==> src/source/axi_delay_pkg.sv <==
// Shared widths and stall constants for the write-path AXI delayer, imported by every RTL module
`default_nettype none

package axi_delay_pkg;

  // Bus field widths of the write channels
  localparam int unsigned ADDR_WIDTH = 32;
  localparam int unsigned DATA_WIDTH = 32;
  localparam int unsigned STRB_WIDTH = DATA_WIDTH / 8;
  localparam int unsigned ID_WIDTH = 8;
  localparam int unsigned RESP_WIDTH = 2;

  // Payload widths of each channel as carried through a slice
  // AW holds the address above the ID
  localparam int unsigned AW_WIDTH = ADDR_WIDTH + ID_WIDTH;
  // W holds the data above the strobe
  localparam int unsigned W_WIDTH = DATA_WIDTH + STRB_WIDTH;
  // B holds the ID above the response
  localparam int unsigned B_WIDTH = ID_WIDTH + RESP_WIDTH;

  // The stall counter width bounds a random stall to 0..15 cycles
  localparam int unsigned DELAY_WIDTH = 4;

  // Stall length used while stall_random is low
  localparam logic [DELAY_WIDTH-1:0] FIXED_DELAY = 4'd3;

  // The random source is a 16-bit Galois LFSR with a maximal-length polynomial
  localparam int unsigned LFSR_WIDTH = 16;
  localparam logic [LFSR_WIDTH-1:0] LFSR_TAPS = 16'hB400;

  // State codes of the per-slice stall FSM
  localparam int unsigned STATE_WIDTH = 2;
  // Waiting for an upstream beat
  localparam logic [STATE_WIDTH-1:0] IDLE = 2'd0;
  // Beat captured, timer running
  localparam logic [STATE_WIDTH-1:0] STALL = 2'd1;
  // Beat offered downstream until taken
  localparam logic [STATE_WIDTH-1:0] OFFER = 2'd2;

endpackage

`default_nettype wire

==> src/source/slice_ctrl_if.sv <==
// Control bundle between the stall FSM, the stall timer and the payload register of one slice
`timescale 1ns/100ps
`default_nettype none

interface slice_ctrl_if;

  // One-cycle pulse that loads the payload register with the upstream beat
  logic capture;
  // One-cycle pulse, the cycle after capture, that loads the stall counter
  logic timer_start;
  // Level while the loaded stall has run out
  logic timer_expired;
  // Downstream valid of the held beat
  logic hold_valid;

  // The FSM sequences the slice
  modport fsm (
    output capture,
    output timer_start,
    output hold_valid,
    input  timer_expired
  );

  // The timer only reacts to a start and reports expiry
  modport timer (
    input  timer_start,
    output timer_expired
  );

  // View of the payload register and the output valid
  modport holder (
    input capture,
    input hold_valid
  );

endinterface

`default_nettype wire

==> src/source/axi_write_delayer.sv <==
// Top level of the write-path AXI delayer, stalling each AW, W and B beat between master and slave
`timescale 1ns/100ps
`default_nettype none

module axi_write_delayer import axi_delay_pkg::*; (
  input  wire logic                  clk,
  input  wire logic                  rst_n,
  // High selects a pseudo-random stall per beat, low the fixed stall
  input  wire logic                  stall_random,

  // Upstream AW from the master
  input  wire logic                  s_aw_valid,
  output logic                       s_aw_ready,
  input  wire logic [ADDR_WIDTH-1:0] s_aw_addr,
  input  wire logic [ID_WIDTH-1:0]   s_aw_id,

  // Upstream W from the master
  input  wire logic                  s_w_valid,
  output logic                       s_w_ready,
  input  wire logic [DATA_WIDTH-1:0] s_w_data,
  input  wire logic [STRB_WIDTH-1:0] s_w_strb,

  // Upstream B back to the master
  output logic                       s_b_valid,
  input  wire logic                  s_b_ready,
  output logic [ID_WIDTH-1:0]        s_b_id,
  output logic [RESP_WIDTH-1:0]      s_b_resp,

  // Downstream AW to the slave
  output logic                       m_aw_valid,
  input  wire logic                  m_aw_ready,
  output logic [ADDR_WIDTH-1:0]      m_aw_addr,
  output logic [ID_WIDTH-1:0]        m_aw_id,

  // Downstream W to the slave
  output logic                       m_w_valid,
  input  wire logic                  m_w_ready,
  output logic [DATA_WIDTH-1:0]      m_w_data,
  output logic [STRB_WIDTH-1:0]      m_w_strb,

  // Downstream B from the slave
  input  wire logic                  m_b_valid,
  output logic                       m_b_ready,
  input  wire logic [ID_WIDTH-1:0]   m_b_id,
  input  wire logic [RESP_WIDTH-1:0] m_b_resp
);

  // Packed payloads entering and leaving each slice
  logic [AW_WIDTH-1:0] aw_in;
  logic [AW_WIDTH-1:0] aw_out;
  logic [W_WIDTH-1:0]  w_in;
  logic [W_WIDTH-1:0]  w_out;
  logic [B_WIDTH-1:0]  b_in;
  logic [B_WIDTH-1:0]  b_out;

  assign aw_in = {s_aw_addr, s_aw_id};
  assign w_in = {s_w_data, s_w_strb};
  // B travels against the other two, from the slave side to the master side
  assign b_in = {m_b_id, m_b_resp};

  assign {m_aw_addr, m_aw_id} = aw_out;
  assign {m_w_data, m_w_strb} = w_out;
  assign {s_b_id, s_b_resp} = b_out;

  // The three channels run independently, each with its own LFSR seed
  delay_slice #(
    .WIDTH     (AW_WIDTH),
    .LFSR_SEED (16'hACE1)
  ) aw_slice (
    .clk          (clk),
    .rst_n        (rst_n),
    .stall_random (stall_random),
    .in_valid     (s_aw_valid),
    .in_ready     (s_aw_ready),
    .in_payload   (aw_in),
    .out_valid    (m_aw_valid),
    .out_ready    (m_aw_ready),
    .out_payload  (aw_out)
  );

  delay_slice #(
    .WIDTH     (W_WIDTH),
    .LFSR_SEED (16'h5A3C)
  ) w_slice (
    .clk          (clk),
    .rst_n        (rst_n),
    .stall_random (stall_random),
    .in_valid     (s_w_valid),
    .in_ready     (s_w_ready),
    .in_payload   (w_in),
    .out_valid    (m_w_valid),
    .out_ready    (m_w_ready),
    .out_payload  (w_out)
  );

  delay_slice #(
    .WIDTH     (B_WIDTH),
    .LFSR_SEED (16'h1D3B)
  ) b_slice (
    .clk          (clk),
    .rst_n        (rst_n),
    .stall_random (stall_random),
    .in_valid     (m_b_valid),
    .in_ready     (m_b_ready),
    .in_payload   (b_in),
    .out_valid    (s_b_valid),
    .out_ready    (s_b_ready),
    .out_payload  (b_out)
  );

endmodule

`default_nettype wire

==> src/source/delay_slice.sv <==
// One delayed channel, a single-beat holding register steered by a stall FSM and a stall timer
`timescale 1ns/100ps
`default_nettype none

module delay_slice import axi_delay_pkg::*; #(
  parameter int unsigned           WIDTH     = 32,
  parameter logic [LFSR_WIDTH-1:0] LFSR_SEED = 16'hACE1
) (
  input  wire logic             clk,
  input  wire logic             rst_n,
  input  wire logic             stall_random,
  input  wire logic             in_valid,
  output logic                  in_ready,
  input  wire logic [WIDTH-1:0] in_payload,
  output logic                  out_valid,
  input  wire logic             out_ready,
  output logic [WIDTH-1:0]      out_payload
);

  // Control shared by the FSM, the timer and the register below
  slice_ctrl_if ctrl ();

  // Held beat, written only on capture so it stays stable while offered
  logic [WIDTH-1:0] payload_q;

  stall_fsm stall_fsm_inst (
    .clk       (clk),
    .rst_n     (rst_n),
    .in_valid  (in_valid),
    .in_ready  (in_ready),
    .out_ready (out_ready),
    .ctrl      (ctrl.fsm)
  );

  delay_timer #(
    .LFSR_SEED (LFSR_SEED)
  ) delay_timer_inst (
    .clk          (clk),
    .rst_n        (rst_n),
    .stall_random (stall_random),
    .ctrl         (ctrl.timer)
  );

  // The payload register takes the upstream beat on capture
  always_ff @(posedge clk) begin
    if (ctrl.capture) begin
      payload_q <= in_payload;
    end
  end

  assign out_payload = payload_q;
  assign out_valid = ctrl.hold_valid;

endmodule

`default_nettype wire

==> src/source/delay_timer.sv <==
// Stall timer of one slice, a down-counter loaded with a fixed or LFSR-drawn stall length
`timescale 1ns/100ps
`default_nettype none

module delay_timer import axi_delay_pkg::*; #(
  // Each slice gets its own non-zero seed so the channels stall independently
  parameter logic [LFSR_WIDTH-1:0] LFSR_SEED = 16'hACE1
) (
  input  wire logic   clk,
  input  wire logic   rst_n,
  input  wire logic   stall_random,
  slice_ctrl_if.timer ctrl
);

  logic [LFSR_WIDTH-1:0]  lfsr;
  logic [DELAY_WIDTH-1:0] count;
  // Set by the first load, so the idle zero count after reset is not taken as expiry
  logic                   armed;
  logic [DELAY_WIDTH-1:0] load_value;
  // Mode as it stood at the previous edge, which is the accepting edge when the load comes
  logic                   mode_q;

  // Random mode uses the low LFSR bits, giving 0 to 15 cycles
  assign load_value = mode_q ? lfsr[DELAY_WIDTH-1:0] : FIXED_DELAY;

  // A pending start overrides the expiry left over from the previous beat
  assign ctrl.timer_expired = armed && (count == '0) && !ctrl.timer_start;

  always_ff @(posedge clk) begin
    if (!rst_n) begin
      mode_q <= 1'b0;
    end else begin
      mode_q <= stall_random;
    end
  end

  // The Galois LFSR shifts right and folds the taps in when bit 0 falls out
  always_ff @(posedge clk) begin
    if (!rst_n) begin
      lfsr <= LFSR_SEED;
    end else if (lfsr[0]) begin
      lfsr <= {1'b0, lfsr[LFSR_WIDTH-1:1]} ^ LFSR_TAPS;
    end else begin
      lfsr <= {1'b0, lfsr[LFSR_WIDTH-1:1]};
    end
  end

  // Count down to zero and stay there until the next start
  always_ff @(posedge clk) begin
    if (!rst_n) begin
      count <= '0;
      armed <= 1'b0;
    end else if (ctrl.timer_start) begin
      count <= load_value;
      armed <= 1'b1;
    end else if (count != '0) begin
      count <= count - 1'b1;
    end
  end

endmodule

`default_nettype wire

==> src/source/stall_fsm.sv <==
// Stall FSM of one slice, accepting a beat, waiting out the timer and offering the beat downstream
`timescale 1ns/100ps
`default_nettype none

module stall_fsm import axi_delay_pkg::*; (
  input  wire logic   clk,
  input  wire logic   rst_n,
  input  wire logic   in_valid,
  output logic        in_ready,
  input  wire logic   out_ready,
  slice_ctrl_if.fsm   ctrl
);

  logic [STATE_WIDTH-1:0] state;
  logic [STATE_WIDTH-1:0] state_next;
  // Capture delayed by one cycle so the timer loads one edge after acceptance
  logic start_q;

  // The slice takes a new beat only while empty
  assign in_ready = (state == IDLE);
  assign ctrl.capture = in_ready && in_valid;
  assign ctrl.timer_start = start_q;

  // Valid is raised in the same cycle the timer runs out, which puts it at E+1+L
  // and lets a zero-length stall show valid right after the timer load
  assign ctrl.hold_valid = ((state == STALL) && ctrl.timer_expired) || (state == OFFER);

  always_comb begin
    state_next = state;
    case (state)
      IDLE: begin
        if (ctrl.capture) begin
          state_next = STALL;
        end
      end
      STALL: begin
        // A beat taken in its first valid cycle skips OFFER entirely
        if (ctrl.timer_expired) begin
          state_next = out_ready ? IDLE : OFFER;
        end
      end
      OFFER: begin
        // Hold valid and payload under back-pressure
        if (out_ready) begin
          state_next = IDLE;
        end
      end
      default: begin
        state_next = IDLE;
      end
    endcase
  end

  always_ff @(posedge clk) begin
    if (!rst_n) begin
      state <= IDLE;
      start_q <= 1'b0;
    end else begin
      state <= state_next;
      start_q <= ctrl.capture;
    end
  end

endmodule

`default_nettype wire

==> config.mk <==
export PLATFORM = sky130hd
export DESIGN_NAME = axi_write_delayer
export DESIGN_NICKNAME = d
export VERILOG_FILES = /design/src/source/axi_delay_pkg.sv /design/src/source/slice_ctrl_if.sv /design/src/source/axi_write_delayer.sv /design/src/source/delay_slice.sv /design/src/source/delay_timer.sv /design/src/source/stall_fsm.sv
export SDC_FILE = /design/constraint.sdc
export NUM_CORES = 1
export LEC_CHECK = 0
export ABC_CLOCK_PERIOD_IN_PS = 2600
export BUFFER_PORTS_ARGS = -buffer_cell sky130_fd_sc_hd__buf_4
export CORE_UTILIZATION = 45
export CTS_BUF_LIST = sky130_fd_sc_hd__clkbuf_4 sky130_fd_sc_hd__clkbuf_8 sky130_fd_sc_hd__clkbuf_16
export CTS_CLUSTER_SIZE = 25
export DETAILED_ROUTE_END_ITERATION = 12
export PLACE_DENSITY = 0.85
export SYNTH_ARGS = -nofsm -noshare
export SYNTH_HDL_FRONTEND = slang
export SYNTH_SLANG_ARGS = --single-unit
export TNS_END_PERCENT = 30
==> constraint.sdc <==
create_clock -name clk -period 2.6 [get_ports clk]
set_input_delay 0.65 -clock clk [delete_from_list [all_inputs] [get_ports clk]]
set_output_delay 0.65 -clock clk [all_outputs]
set_load 0.05 [all_outputs]
==> reports/metrics.cfg <==
[outcome]
status=finished, final reports clean

[critical_path]
end_kind=primary output
cp_max_fo=6
r2r_start=aw_slice.delay_timer_inst.count[0]
start_kind=flip-flop
crit_type=reg2out
cp.required_ns=1.95
r2r_cells=5
reg2reg_to=aw_slice.delay_timer_inst.count[0]
arrival_ns=1.91
rrSetupSlack_ns=1.05

[timing]
rsz0062_at_grt=yes
fin_ws_ns=0.0427
tightest_slew_ns=0.595
setup_tns_ns=0
max_slew_margin=0.604
drv_slew=0
setup_viol=0
timing.final.crit_share=0.984
fin_hold_ws_ns=0.386
min_period_ns=2.56
hold_violations=0
max_freq_mhz=391
fin_skew_ns=0.0157

[cells_and_area]
antenna_cells=0
multiInputGateArea_sq_um=998
finalNonFillerCells=679
final_cell_area_sq_mm=0.00731
final_nets=627
drive_above_1_share=0.429
synthToLayoutAreaGrowth_pct=42.7
fillCellCount=764
regArea_sq_mm=0.00405

[hold_path]
hp-class=in2reg
min_to=w_slice.stall_fsm_inst.state[1]
hold_start=m_w_ready
holdPathStages=2

[clock_network]
cts.sinks=159
cts_tree=yes
cts_root_buf=clkbuf_16
clk_transition_reported_paths_ns=0.06
insertion_delay_ns=0.42
cts_buffer_depth=2
cts_buffers=17
htreeDepth=4

[detailed_routing]
met1Wirelength_um=4310
antenna_left=0
drcViolationCount=0
wl_per_cell_um=16.4
firstDrtPassIters=4
route.met3.wl_um=725
vias_per_cell=4.82
vias=3272
top_layer=met4
dr_wl_met2_um=5970
drtIter0Drc=227
drt_wl_total_um=11100

[grt]
grt_pass1_vias=3225
grt_first_pass_wirelength_um=16100
grt_usage=0.187
antenna_found_initial=0
grt.overflow.total=0
grt_max_degree=71

[logic_synthesis]
synth-warning-count=0
synth-seq-cells=159
synth_edf_count=86
syn_inst=328
synth_top_area_cell=edfxtp_1
async_flop_share=0
synth_area_leaders=edfxtp_1 50%, dfxtp_1 29%, and2_1 3.3%, nand2b_1 2.7%, ha_1 1.5%
yosysTopAreaCellShare=0.504
synthesis.area_sq_mm=0.00512
ys_seq_area_frac=0.789
ys.flop_type=edfxtp_1
avgSynthCellArea_sq_um=15.6
synth_fp_nets=429
yosysUniqueCellTypes=35

[floorplanning]
initial_core_util=0.466
rows=38
die_w_um=109
die_y_um=109
core_sq_mm=0.0110
boundaryPins=187
fp.dieArea_sq_mm=0.0118

[placed_design]
placedInstanceArea_sq_mm=0.00667
post-place-ws_ns=0.393
gp_congestion=0.814
hpwl_um=7840
dp.cells=646
portBuffers=186

[flow_run]
cap_violations=0

[power]
ir_worst_vdd_mv=0.500
power.leakage_uw=0.00306
pwr_density_cell_mw_per_mm2=925

worst max-delay path: stages (launching register included):
cell,delay (ns)
dfxtp_2,0.33
inv_2,0.06
ha_1,0.14
or4b_4,0.51
o31ai_4,0.26
buf_6,0.19
registers in the layout, summed over array words and instances (netlist names), 2 cells and up:
name                             cells
aw_slice.delay_timer_inst.count      4
aw_slice.delay_timer_inst.lfsr      16
aw_slice.out_payload                40
aw_slice.stall_fsm_inst.state        2
b_slice.delay_timer_inst.count       4
b_slice.delay_timer_inst.lfsr       16
b_slice.out_payload                 10
b_slice.stall_fsm_inst.state         2
w_slice.delay_timer_inst.count       4
w_slice.delay_timer_inst.lfsr       16
w_slice.out_payload                 36
w_slice.stall_fsm_inst.state         2
final cells by class:
cell class              count  area share
multi-input cells         147       0.137
repair buffers            190       0.196
clock inverters            10      0.0134
clock buffers              22      0.0707
inverters                  11     0.00565
well taps                 140      0.0240
flip-flops and latches    159       0.554
worst max path at each step:
stage	endpoint	cells after the start	startpoint
final	s_b_valid	5	b_slice.delay_timer_inst.count[1]
after global routing	s_b_valid	5	b_slice.delay_timer_inst.count[1]
after CTS	m_aw_valid	5	aw_slice.delay_timer_inst.count[0]
after detailed placement	m_aw_valid	5	aw_slice.delay_timer_inst.count[0]
after global placement	s_b_valid	5	b_slice.delay_timer_inst.count[0]
after floorplan	m_aw_valid	5	aw_slice.delay_timer_inst.count[0]
synth_stat cells, types with 4 or more instances:
| cell | count |
|---|---|
| o22ai_1 | 6 |
| nand2b_1 | 22 |
| xnor2_1 | 7 |
| ha_1 | 6 |
| edfxtp_1 | 86 |
| dfxtp_1 | 73 |
| nor2_1 | 5 |
| xor2_1 | 7 |
| a211oi_1 | 5 |
| nand2_1 | 19 |
| nand3_1 | 4 |
| clkbuf_1 | 10 |
| a21oi_1 | 4 |
| and2_1 | 27 |
| nor3_1 | 4 |
| inv_1 | 11 |
per-stage QoR:
| step | total power [uW] | util |
|---|---|---|
| 2_1_floorplan | 3890 | - |
| 3_3_place_gp | 4180 | 0.607 |
| 3_5_place_dp | 4270 | 0.607 |
| 4_1_cts | 6780 | 0.664 |
| 5_1_grt | 7000 | 0.666 |
| 6_report | 6760 | 0.666 |
where the power goes:
| part | total, uW | internal, uW | switching (uW) | leakage (uW) |
|---|---|---|---|---|
| combinational | 1220 | 495 | 724 | 0.00133 |
| sequential | 3060 | 2910 | 148 | 0.00143 |
| clock | 2490 | 1520 | 973 | 0.000303 |
cell families after synthesis:
kind of cell	count (synthesis)	synth area share
simple gates	99	0.114
fa+ha+maj	6	0.0147
buf+inv	22	0.0176
xor+xnor	14	0.0239
flops	159	0.789
compound gates	28	0.0401
repair_timing:
item,in CTS,in global routing
setup endpoints to repair,2,2
pin swaps,1,1
hold buffers,0,0
setup buffers,0,1
resized for setup,2,6
layer usage:
| layer | GRT usage | vias up |
|---|---|---|
| met5 | 0 | - |
| met3 | 0.0616 | 12 |
| met2 | 0.339 | 128 |
| met1 | 0.202 | 1582 |
| met4 | 0.0724 | 0 |
| li1 | - | 1550 |
cell usage in the layout, fill, tap and decap left out, types with 4 or more instances in the layout:
cell / count
a211oi_1: 5
a21oi_1: 4
and2_1: 27
buf_4: 188
clkbuf_16: 19
clkinv_4: 4
dfxtp_1: 71
edfxtp_1: 86
ha_1: 6
inv_1: 9
nand2_1: 19
nand2b_1: 22
nand3_1: 4
nor2_1: 5
nor3_1: 4
o22ai_1: 5
xnor2_1: 7
xor2_1: 7
Note: power is estimated with default switching activity, not from simulation.
